### src/dcache_settings.svh
`ifndef DCACHE_SETTINGS_SVH
`define DCACHE_SETTINGS_SVH

// address and data geometry
`define DC_ADDR_W       32
`define DC_BEAT_W       64
`define DC_LINE_BEATS   4
`define DC_LINE_W       256
`define DC_OFFS_W       5      // byte offset inside a line

// fixed burst attributes
`define DC_AXI_ID       4'd1
`define DC_AXI_SIZE     3'd3   // 8 bytes per beat
`define DC_AXI_LEN      8'd3   // four beats
`define DC_BURST_INCR   2'b01

`define DC_AWCACHE      4'b1111  // write-back, read and write allocate
`define DC_ARCACHE      4'b0010  // normal non-cacheable non-bufferable
`define DC_PROT         3'b000   // unprivileged, secure, data

`endif
### src/dcache_pkg.sv
`include "dcache_settings.svh"

package dcache_pkg;

    localparam int LINE_ADDR_W = `DC_ADDR_W - `DC_OFFS_W;  // address without offset

    typedef enum logic {
        KIND_REFILL = 1'b0,
        KIND_WB     = 1'b1
    } req_kind_e;

    // one aligned line request
    typedef struct packed {
        logic [LINE_ADDR_W-1:0] line_addr;
        req_kind_e              kind;
    } line_req_t;

    // cache side sees a whole line, the beat counter sees four beats
    typedef union packed {
        logic [`DC_LINE_W-1:0]                    line;
        logic [`DC_LINE_BEATS-1:0][`DC_BEAT_W-1:0] beats;  // beat 0 in the low bits
    } line_data_u;

    typedef enum logic [1:0] {
        RESP_OKAY   = 2'b00,
        RESP_EXOKAY = 2'b01,
        RESP_SLVERR = 2'b10,
        RESP_DECERR = 2'b11
    } resp_e;

endpackage

### src/axi_pkg.sv
`include "dcache_settings.svh"

package axi_pkg;

    // write address, 56 bits
    typedef struct packed {
        logic [`DC_ADDR_W-1:0] addr;
        logic [3:0]            id;
        logic [7:0]            len;
        logic [2:0]            size;
        logic [1:0]            burst;
        logic [3:0]            cache;
        logic [2:0]            prot;
    } axi_aw_t;

    // write data, 73 bits
    typedef struct packed {
        logic [`DC_BEAT_W-1:0]   data;
        logic [`DC_BEAT_W/8-1:0] strb;
        logic                    last;
    } axi_w_t;

    typedef struct packed {
        logic [1:0] resp;
        logic [3:0] id;
    } axi_b_t;

    // read address, same layout as aw
    typedef struct packed {
        logic [`DC_ADDR_W-1:0] addr;
        logic [3:0]            id;
        logic [7:0]            len;
        logic [2:0]            size;
        logic [1:0]            burst;
        logic [3:0]            cache;
        logic [2:0]            prot;
    } axi_ar_t;

    typedef struct packed {
        logic [`DC_BEAT_W-1:0] data;
        logic [1:0]            resp;
        logic                  last;
        logic [3:0]            id;
    } axi_r_t;

endpackage

### src/dcache_axi_top.sv
`timescale 1ns/1ps
`include "dcache_settings.svh"

module dcache_axi_top
    import axi_pkg::*;
    import dcache_pkg::*;
(
    input  logic                  clock,
    input  logic                  reset,
    input  logic                  refill_valid_i,
    input  logic [`DC_ADDR_W-1:0] refill_addr_i,
    output logic                  refill_ready_o,
    output logic                  refill_done_o,
    output logic [`DC_LINE_W-1:0] refill_line_o,
    output logic                  refill_err_o,
    input  logic                  wb_valid_i,
    input  logic [`DC_ADDR_W-1:0] wb_addr_i,
    input  logic [`DC_LINE_W-1:0] wb_line_i,
    output logic                  wb_ready_o,
    output logic                  wb_done_o,
    output logic                  wb_err_o,
    output axi_aw_t               axi_aw_o,
    output logic                  axi_aw_valid_o,
    input  logic                  axi_aw_ready_i,
    output axi_w_t                axi_w_o,
    output logic                  axi_w_valid_o,
    input  logic                  axi_w_ready_i,
    input  axi_b_t                axi_b_i,
    input  logic                  axi_b_valid_i,
    output logic                  axi_b_ready_o,
    output axi_ar_t               axi_ar_o,
    output logic                  axi_ar_valid_o,
    input  logic                  axi_ar_ready_i,
    input  axi_r_t                axi_r_i,
    input  logic                  axi_r_valid_i,
    output logic                  axi_r_ready_o
);

    line_req_t             rd_req, wr_req;
    logic                  rd_req_valid, rd_req_taken;
    logic                  wr_req_valid, wr_req_taken;
    logic                  wb_load;
    line_data_u            wb_line;
    logic [`DC_BEAT_W-1:0] w_data;
    logic                  w_last, w_beat_adv;
    logic                  r_beat_valid;
    axi_r_t                r_beat;
    logic                  b_done;
    resp_e                 b_resp;

    dcache_miss_ctrl u_miss_ctrl (
        .clock, .reset, .refill_valid_i, .refill_addr_i, .refill_ready_o,
        .wb_valid_i, .wb_addr_i, .wb_line_i, .wb_ready_o,
        .rd_req_o(rd_req), .rd_req_valid_o(rd_req_valid), .rd_req_taken_i(rd_req_taken),
        .wr_req_o(wr_req), .wr_req_valid_o(wr_req_valid), .wr_req_taken_i(wr_req_taken),
        .b_done_i(b_done), .wb_load_o(wb_load), .wb_line_o(wb_line)
    );

    dcache_line_buffer u_line_buffer (
        .clock, .reset, .wb_load_i(wb_load), .wb_line_i(wb_line),
        .w_beat_adv_i(w_beat_adv), .w_data_o(w_data), .w_last_o(w_last),
        .r_beat_valid_i(r_beat_valid), .r_beat_i(r_beat),
        .b_done_i(b_done), .b_resp_i(b_resp),
        .refill_done_o, .refill_line_o, .refill_err_o, .wb_done_o, .wb_err_o
    );

    axi_dcache u_axi_master (
        .clock, .reset,
        .rd_req_i(rd_req), .rd_req_valid_i(rd_req_valid), .rd_req_taken_o(rd_req_taken),
        .wr_req_i(wr_req), .wr_req_valid_i(wr_req_valid), .wr_req_taken_o(wr_req_taken),
        .w_data_i(w_data), .w_last_i(w_last), .w_beat_adv_o(w_beat_adv),
        .r_beat_valid_o(r_beat_valid), .r_beat_o(r_beat),
        .b_done_o(b_done), .b_resp_o(b_resp),
        .axi_aw_o, .axi_aw_valid_o, .axi_aw_ready_i,
        .axi_w_o, .axi_w_valid_o, .axi_w_ready_i,
        .axi_b_i, .axi_b_valid_i, .axi_b_ready_o,
        .axi_ar_o, .axi_ar_valid_o, .axi_ar_ready_i,
        .axi_r_i, .axi_r_valid_i, .axi_r_ready_o
    );

endmodule

### src/axi_dcache.sv
`timescale 1ns/1ps
`include "dcache_settings.svh"

module axi_dcache
    import axi_pkg::*;
    import dcache_pkg::*;
(
    input  logic                  clock,
    input  logic                  reset,
    input  line_req_t             rd_req_i,
    input  logic                  rd_req_valid_i,
    output logic                  rd_req_taken_o,
    input  line_req_t             wr_req_i,
    input  logic                  wr_req_valid_i,
    output logic                  wr_req_taken_o,
    input  logic [`DC_BEAT_W-1:0] w_data_i,
    input  logic                  w_last_i,
    output logic                  w_beat_adv_o,
    output logic                  r_beat_valid_o,
    output axi_r_t                r_beat_o,
    output logic                  b_done_o,
    output resp_e                 b_resp_o,
    output axi_aw_t               axi_aw_o,
    output logic                  axi_aw_valid_o,
    input  logic                  axi_aw_ready_i,
    output axi_w_t                axi_w_o,
    output logic                  axi_w_valid_o,
    input  logic                  axi_w_ready_i,
    input  axi_b_t                axi_b_i,
    input  logic                  axi_b_valid_i,
    output logic                  axi_b_ready_o,
    output axi_ar_t               axi_ar_o,
    output logic                  axi_ar_valid_o,
    input  logic                  axi_ar_ready_i,
    input  axi_r_t                axi_r_i,
    input  logic                  axi_r_valid_i,
    output logic                  axi_r_ready_o
);

    typedef enum logic [1:0] {W_IDLE, W_AW, W_DATA, W_B} w_state_e;
    typedef enum logic [1:0] {R_IDLE, R_AR, R_DATA} r_state_e;

    w_state_e w_state, w_state_next;
    r_state_e r_state, r_state_next;

    always_ff @(posedge clock or negedge reset) begin
        if (!reset) begin
            w_state <= W_IDLE;
            r_state <= R_IDLE;
        end else begin
            w_state <= w_state_next;
            r_state <= r_state_next;
        end
    end

    // write channel
    always_comb begin
        w_state_next = w_state;
        case (w_state)
            W_IDLE:  if (wr_req_valid_i) w_state_next = W_AW;
            W_AW:    if (axi_aw_ready_i) w_state_next = W_DATA;
            W_DATA:  if (axi_w_ready_i && w_last_i) w_state_next = W_B;
            W_B:     if (axi_b_valid_i) w_state_next = W_IDLE;
            default: w_state_next = W_IDLE;
        endcase
    end

    assign axi_aw_valid_o = (w_state == W_AW);
    assign axi_w_valid_o  = (w_state == W_DATA);
    assign axi_b_ready_o  = (w_state == W_B);

    assign wr_req_taken_o = axi_aw_valid_o && axi_aw_ready_i;
    assign w_beat_adv_o   = axi_w_valid_o && axi_w_ready_i;
    assign b_done_o       = axi_b_valid_i && axi_b_ready_o;
    assign b_resp_o       = resp_e'(axi_b_i.resp);

    assign axi_aw_o = '{addr: {wr_req_i.line_addr, {`DC_OFFS_W{1'b0}}},
                        id: `DC_AXI_ID, len: `DC_AXI_LEN, size: `DC_AXI_SIZE,
                        burst: `DC_BURST_INCR, cache: `DC_AWCACHE, prot: `DC_PROT};

    assign axi_w_o = '{data: w_data_i, strb: '1, last: w_last_i};  // full lines only

    // read channel
    always_comb begin
        r_state_next = r_state;
        case (r_state)
            R_IDLE:  if (rd_req_valid_i) r_state_next = R_AR;
            R_AR:    if (axi_ar_ready_i) r_state_next = R_DATA;
            R_DATA:  if (axi_r_valid_i && axi_r_i.last) r_state_next = R_IDLE;
            default: r_state_next = R_IDLE;
        endcase
    end

    assign axi_ar_valid_o = (r_state == R_AR);
    assign axi_r_ready_o  = (r_state == R_DATA);

    assign rd_req_taken_o = axi_ar_valid_o && axi_ar_ready_i;
    assign r_beat_valid_o = axi_r_valid_i && axi_r_ready_o;
    assign r_beat_o       = axi_r_i;

    assign axi_ar_o = '{addr: {rd_req_i.line_addr, {`DC_OFFS_W{1'b0}}},
                        id: `DC_AXI_ID, len: `DC_AXI_LEN, size: `DC_AXI_SIZE,
                        burst: `DC_BURST_INCR, cache: `DC_ARCACHE, prot: `DC_PROT};

endmodule

### src/dcache_line_buffer.sv
`timescale 1ns/1ps
`include "dcache_settings.svh"

module dcache_line_buffer
    import axi_pkg::*;
    import dcache_pkg::*;
(
    input  logic                  clock,
    input  logic                  reset,
    input  logic                  wb_load_i,
    input  line_data_u            wb_line_i,
    input  logic                  w_beat_adv_i,
    output logic [`DC_BEAT_W-1:0] w_data_o,
    output logic                  w_last_o,
    input  logic                  r_beat_valid_i,
    input  axi_r_t                r_beat_i,
    input  logic                  b_done_i,
    input  resp_e                 b_resp_i,
    output logic                  refill_done_o,
    output logic [`DC_LINE_W-1:0] refill_line_o,
    output logic                  refill_err_o,
    output logic                  wb_done_o,
    output logic                  wb_err_o
);

    line_data_u            wb_buf;
    logic [1:0]            w_cnt;      // beat index into wb_buf
    logic [`DC_LINE_W-1:0] rf_line;
    logic                  rf_err_acc;
    logic                  beat_err;

    // writeback side
    always_ff @(posedge clock) begin
        if (wb_load_i) wb_buf <= wb_line_i;
    end

    always_ff @(posedge clock or negedge reset) begin
        if (!reset) begin
            w_cnt <= 2'd0;
        end else if (wb_load_i) begin
            w_cnt <= 2'd0;
        end else if (w_beat_adv_i) begin
            w_cnt <= w_cnt + 2'd1;    // wraps after the last beat
        end
    end

    assign w_data_o = wb_buf.beats[w_cnt];
    assign w_last_o = (w_cnt == 2'(`DC_LINE_BEATS - 1));

    // refill side, first beat ends up in the low bits
    always_ff @(posedge clock) begin
        if (r_beat_valid_i) begin
            rf_line <= {r_beat_i.data, rf_line[`DC_LINE_W-1:`DC_BEAT_W]};
        end
    end

    assign refill_line_o = rf_line;
    assign beat_err      = (resp_e'(r_beat_i.resp) != RESP_OKAY);

    always_ff @(posedge clock or negedge reset) begin
        if (!reset) begin
            rf_err_acc    <= 1'b0;
            refill_done_o <= 1'b0;
            refill_err_o  <= 1'b0;
            wb_done_o     <= 1'b0;
            wb_err_o      <= 1'b0;
        end else begin
            refill_done_o <= r_beat_valid_i && r_beat_i.last;
            if (r_beat_valid_i) begin
                if (r_beat_i.last) begin
                    refill_err_o <= rf_err_acc | beat_err;
                    rf_err_acc   <= 1'b0;          // ready for the next line
                end else begin
                    rf_err_acc <= rf_err_acc | beat_err;
                end
            end
            wb_done_o <= b_done_i;
            if (b_done_i) wb_err_o <= (b_resp_i != RESP_OKAY);
        end
    end

endmodule

### src/dcache_miss_ctrl.sv
`timescale 1ns/1ps
`include "dcache_settings.svh"

module dcache_miss_ctrl
    import dcache_pkg::*;
(
    input  logic                  clock,
    input  logic                  reset,
    input  logic                  refill_valid_i,
    input  logic [`DC_ADDR_W-1:0] refill_addr_i,
    output logic                  refill_ready_o,
    input  logic                  wb_valid_i,
    input  logic [`DC_ADDR_W-1:0] wb_addr_i,
    input  logic [`DC_LINE_W-1:0] wb_line_i,
    output logic                  wb_ready_o,
    output line_req_t             rd_req_o,
    output logic                  rd_req_valid_o,
    input  logic                  rd_req_taken_i,
    output line_req_t             wr_req_o,
    output logic                  wr_req_valid_o,
    input  logic                  wr_req_taken_i,
    input  logic                  b_done_i,
    output logic                  wb_load_o,
    output line_data_u            wb_line_o
);

    logic [LINE_ADDR_W-1:0] refill_line_addr;
    logic [LINE_ADDR_W-1:0] wb_line_addr;
    logic                   refill_take;
    logic                   wb_take;
    logic                   refill_hit_wb;
    logic                   rd_pend;       // waiting for AR handshake
    logic                   wr_pend;       // waiting for AW handshake
    logic                   wb_busy;       // accepted until B is seen
    line_req_t              rd_req_q;
    line_req_t              wr_req_q;

    assign refill_line_addr = refill_addr_i[`DC_ADDR_W-1:`DC_OFFS_W];
    assign wb_line_addr     = wb_addr_i[`DC_ADDR_W-1:`DC_OFFS_W];

    assign wb_ready_o = !wb_busy;
    assign wb_take    = wb_valid_i && wb_ready_o;

    // a refill may not read a line whose writeback has not landed yet
    assign refill_hit_wb = (wb_busy && wr_req_q.line_addr == refill_line_addr) ||
                           (wb_take && wb_line_addr == refill_line_addr);

    assign refill_ready_o = !rd_pend && !refill_hit_wb;
    assign refill_take    = refill_valid_i && refill_ready_o;

    // new request goes out at once and the registered copy holds it
    assign rd_req_valid_o = rd_pend || refill_take;
    assign rd_req_o       = rd_pend ? rd_req_q : line_req_t'{line_addr: refill_line_addr,
                                                             kind: KIND_REFILL};

    assign wr_req_valid_o = wr_pend || wb_take;
    assign wr_req_o       = wr_pend ? wr_req_q : line_req_t'{line_addr: wb_line_addr,
                                                             kind: KIND_WB};

    assign wb_load_o = wb_take;    // line goes to the buffer on acceptance
    assign wb_line_o = line_data_u'(wb_line_i);

    always_ff @(posedge clock or negedge reset) begin
        if (!reset) begin
            rd_pend <= 1'b0;
            wr_pend <= 1'b0;
            wb_busy <= 1'b0;
        end else begin
            if (refill_take) begin
                rd_pend <= !rd_req_taken_i;
            end else if (rd_req_taken_i) begin
                rd_pend <= 1'b0;
            end
            if (wb_take) begin
                wr_pend <= !wr_req_taken_i;
                wb_busy <= 1'b1;
            end else begin
                if (wr_req_taken_i) wr_pend <= 1'b0;
                if (b_done_i) wb_busy <= 1'b0;   // memory now holds the line
            end
        end
    end

    always_ff @(posedge clock) begin
        if (refill_take) rd_req_q <= rd_req_o;
        if (wb_take) wr_req_q <= wr_req_o;   // line addr kept for the hazard check
    end

endmodule

### config.mk
export PLATFORM = sky130hd
export DESIGN_NAME = dcache_axi_top
export DESIGN_NICKNAME = d
export VERILOG_FILES = /design/src/dcache_pkg.sv /design/src/axi_pkg.sv /design/src/dcache_axi_top.sv /design/src/axi_dcache.sv /design/src/dcache_line_buffer.sv /design/src/dcache_miss_ctrl.sv
export VERILOG_INCLUDE_DIRS = /design/src /design/src/src
export SDC_FILE = /design/constraint.sdc
export NUM_CORES = 1
export LEC_CHECK = 0
export BUFFER_PORTS_ARGS = -buffer_cell sky130_fd_sc_hd__buf_2
export CORE_AREA = 3 3 331 333
export CTS_BUF_LIST = sky130_fd_sc_hd__clkbuf_8
export DETAILED_ROUTE_END_ITERATION = 8
export DIE_AREA = 0 0 334 336
export PLACE_DENSITY_LB_ADDON = 0.15
export SYNTH_ARGS = -nofsm -noshare
export SYNTH_HDL_FRONTEND = slang
export SYNTH_SLANG_ARGS = --single-unit
### constraint.sdc
create_clock -name clock -period 15.2 [get_ports clock]
set_input_delay 3.04 -clock clock [delete_from_list [all_inputs] [get_ports clock]]
set_output_delay 3.04 -clock clock [all_outputs]
set_load 0.05 [all_outputs]
==> results.md <==
- Delay-heaviest family, CP: simple AND/OR/NAND/NOR gates
- Max Slew Vio Count: 0
- Vias per cell: roughly 3.7
- Postcts setup bufs: 0
- CTS tree: built
- GR Overflow Total: 0
- Psw: between 2000 and 2500 uW
- Status: completed
- Crit-path most repeated cell: buf_2
- Post-Place Cells: roughly 3100
- Total CTS buffers: 110
- R2R Setup Slk: 10780 ps
- Final Total Pwr: approximately 5400 uW
- WL per Instance: 20.7 um
- RSZ-0062 raised after global routing: false
- Worst Hold Class: reg2reg
- R2R depth: 5
- Reg2reg end: u_line_buffer.refill_line_o[10]
- IO Pins: 858
- Clock share of power: between 20% and 30%
- Setup crit start kind: primary input
- Hpwl dp: between 50000 and 60000 um
- Min Clock Period, post-route: between 7000 and 8000 ps
- Die area: between 100000 and 150000 sq um
- Fin. Hold Viols: 0
- Worst r2r src: u_axi_master.r_state[1]
- Maximum VDD drop: 0.0938 mV
- Synthesized cell area: ~21000 sq um
- Rows: 120
- Largest net degree at the start of global routing: around 150
- Register area: approximately 17000 sq um
- Hold depth: 0
- Core Area: 107000 sq um
- Clock-pin slew on the worst setup and hold paths: 50 ps
- Final TNS setup: 0 ps
- Critical path buffers and inverters: 2
- Starting Density: just under 20%
- Net Sw Frac: approximately two fifths
- Highest Clock Rate: between 0.1 and 0.15 GHz
- Hold Path Origin: u_line_buffer.refill_line_o[231]
- Slew @ Worst Pin: about 1200 ps
- Hold EP: u_line_buffer.refill_line_o[167]
- Clock sinks: between 500 and 600
- Post_cts resized: 0
- First-pass GRT wire length: ~95000 um
- Classification of the worst setup path: in2out
- Post-layout instance count excluding filler cells: 3300
- Critical path cell sequence: buf_2, nor2b_4, nand4_1, nor4_1, a221oi_1, buf_2
- Sequential Power Share: between 40% and 50%
- Mapped Cells: ~930
- Final net count: 2211
- Dominant synthesized flop cell: edfxtp_1
- Synth warn: 0
- Multi-input combinational cell area: approximately 3300 sq um
- Fillers: roughly 11000
- Final Cell Area: between 20000 and 30000 sq um
- Slew margin rel.: about 22%
- Combinational power share: 32.4%
- Final period utilization: 50.8%
- Synth top cells by count: edfxtp_1 (566), buf_4 (69), mux4_2 (64), mux2_2 (54), xnor2_1 (54)
- # hold bufs at CTS: 0
- Internal Pwr Total: between 3000 and 4000 uW
- IO buf count: 773
- Share of layout cells above drive strength 1: around 55%
- Max cap viols: 0
- CP Max Fanout: 16
- Yosys reg bits: 580
- Number of global-route vias before repair: around 14000
- Post-synth ARST share: under 10%
- Crit-path slowest cell: nor2b_4
- Fin worst setup slack: around 7500 ps
- DRC viols: 0
- Placed Area: approximately 26000 sq um
- Count of cell types in the netlist: 32
- Clock tree buffer depth: 3
- Post-synthesis sequential area ratio: roughly 83%
- PD cells: around 190 nW/um^2
- Top cells by area, synth: edfxtp_1 (81%), mux4_2 (6.9%), mux2_2 (2.9%), buf_4 (2.5%), xnor2_1 (2.3%)
- Layout area overhead: 35.6%
- DRT iter0 DRCs: about 550
- Total routed wirelength: slightly below 70000 um
- CP Capture Type: primary output
- Overall routing resource usage: approximately an eighth
- Initial antenna violation count: 8
- Clk_skew: about 50 ps
- WP data arrival: ~4700 ps
- Endpoints failing setup: 0
- Post-synth top area share: between 80 and 90%
- Final ANT Viol Nets: 0
- Yosys top cell by area: edfxtp_1
- DR vias: 12100
- Pre-CTS WS: ~7400 ps
- Pre-Repair DR Iteration Count: 7
- CTS H-Tree Depth: 3
- Routability cong.: between 0.7 and 0.8
- Die X: between 300 and 400 um
- Clock latency on the worst-skew pair: 740 ps
- Number of flops mapped to enable cells by yosys: approximately 570
- Die Ht: ~340 um
- CP peak stage delay: 480 ps
- Most frequent cell after synthesis: edfxtp_1
- Mean post-synth cell area: approximately 23 sq um
- Root Buffer: clkbuf_8
- Static leakage: 0.0107 uW
- Critical Path RT: ~12000 ps
through the flow:
| step | utilization, % | hold WS (ps) |
|---|---|---|
| after floorplan | - | 428 |
| after global placement | 24.7 | 427 |
| after detailed placement | 24.7 | 428 |
| after CTS | 26.7 | 440 |
| after global routing | 26.7 | 451 |
| final | 26.7 | 440 |
cell usage in the layout (no fill, tap or decap), types with 2 or more instances in the layout:
cell type and count:
a21oi_1 5, a221oi_1 2, and2_1 2, buf_2 773, buf_4 10, bufinv_16 4
clkbuf_8 113, clkinv_1 37, clkinv_2 12, clkinv_8 3, conb_1 66, dfrtp_1 12
dfrtp_4 2, diode_2 2, edfxtp_1 566, ha_1 5, inv_1 41, mux2_2 54
mux4_2 64, nand2_1 5, nand4_1 28, nor2_1 8, nor2b_1 2, nor3_1 4
nor4_1 4, xnor2_1 54
layer usage:
layer  GRT usage [%]  vias up  wire length [um]
met4            3.13        6              1410
met5               0        -                32
met1            11.9     6026             23700
li1                -     5403                 -
met2            20.7      590             35300
met3            6.22      104              7790
how the worst max path moves through the flow:
| stage | end | cells past startpoint | slack, ps | start |
|---|---|---|---|---|
| detailed placement | refill_ready_o | 6 | 7410 | wb_valid_i |
| global route | refill_ready_o | 6 | 7360 | wb_valid_i |
| CTS | refill_ready_o | 6 | 7400 | wb_valid_i |
| global placement | refill_ready_o | 6 | 7470 | wb_valid_i |
| finish | refill_ready_o | 6 | 7480 | wb_valid_i |
| floorplan | refill_ready_o | 5 | 4710 | wb_valid_i |
power by group through the flow:
stage / clock (uW) / combinational (uW) / sequential, uW
detailed placement: 0 / 1780 / 2220
global route: 1620 / 1840 / 2210
global placement: 0 / 1780 / 2210
CTS: 1550 / 1780 / 2190
floorplan: 0 / 1090 / 2440
finish: 1460 / 1750 / 2180
cell type report:
type | count | share of cell area, %
Sequential cell | 580 | 60.9
Timing Repair Buffer | 784 | 13.9
Multi-Input combinational cell | 317 | 11.5
Tap cell | 1403 | 6.16
Clock buffer | 113 | 5.46
Clock inverter | 94 | 1.93
Inverter | 7 | 0.0922
Antenna cell | 2 | 0.0176
logic make-up (layout without fill, tap and decap cells):
family,Yosys count,in the layout,share of synthesized area [%]
flops,580,580,82.5
mux,118,118,9.75
buf+inv,95,998,2.99
other cells,2,68,0.0357
fa+ha+maj,5,5,0.298
simple gates,58,58,1.54
compound gates,15,15,0.536
xor+xnor,55,55,2.29
registers in the layout, summed over array words and instances (netlist names), 2 cells and up:
signal	cells
u_axi_master.r_state	2
u_line_buffer.w_cnt	2
u_line_buffer.refill_line_o	256
u_miss_ctrl.wr_req_q	27
u_miss_ctrl.rd_req_q	27
u_line_buffer.wb_buf	256
u_axi_master.w_state	2
worst register-to-register path, cell delays in order, from the launching register on:
cell and delay, ps:
dfrtp_1 380, nor2b_1 330, and2_4 740, buf_4 820, buf_4 720, buf_4 970
Power figures use the tool's default switching activity.
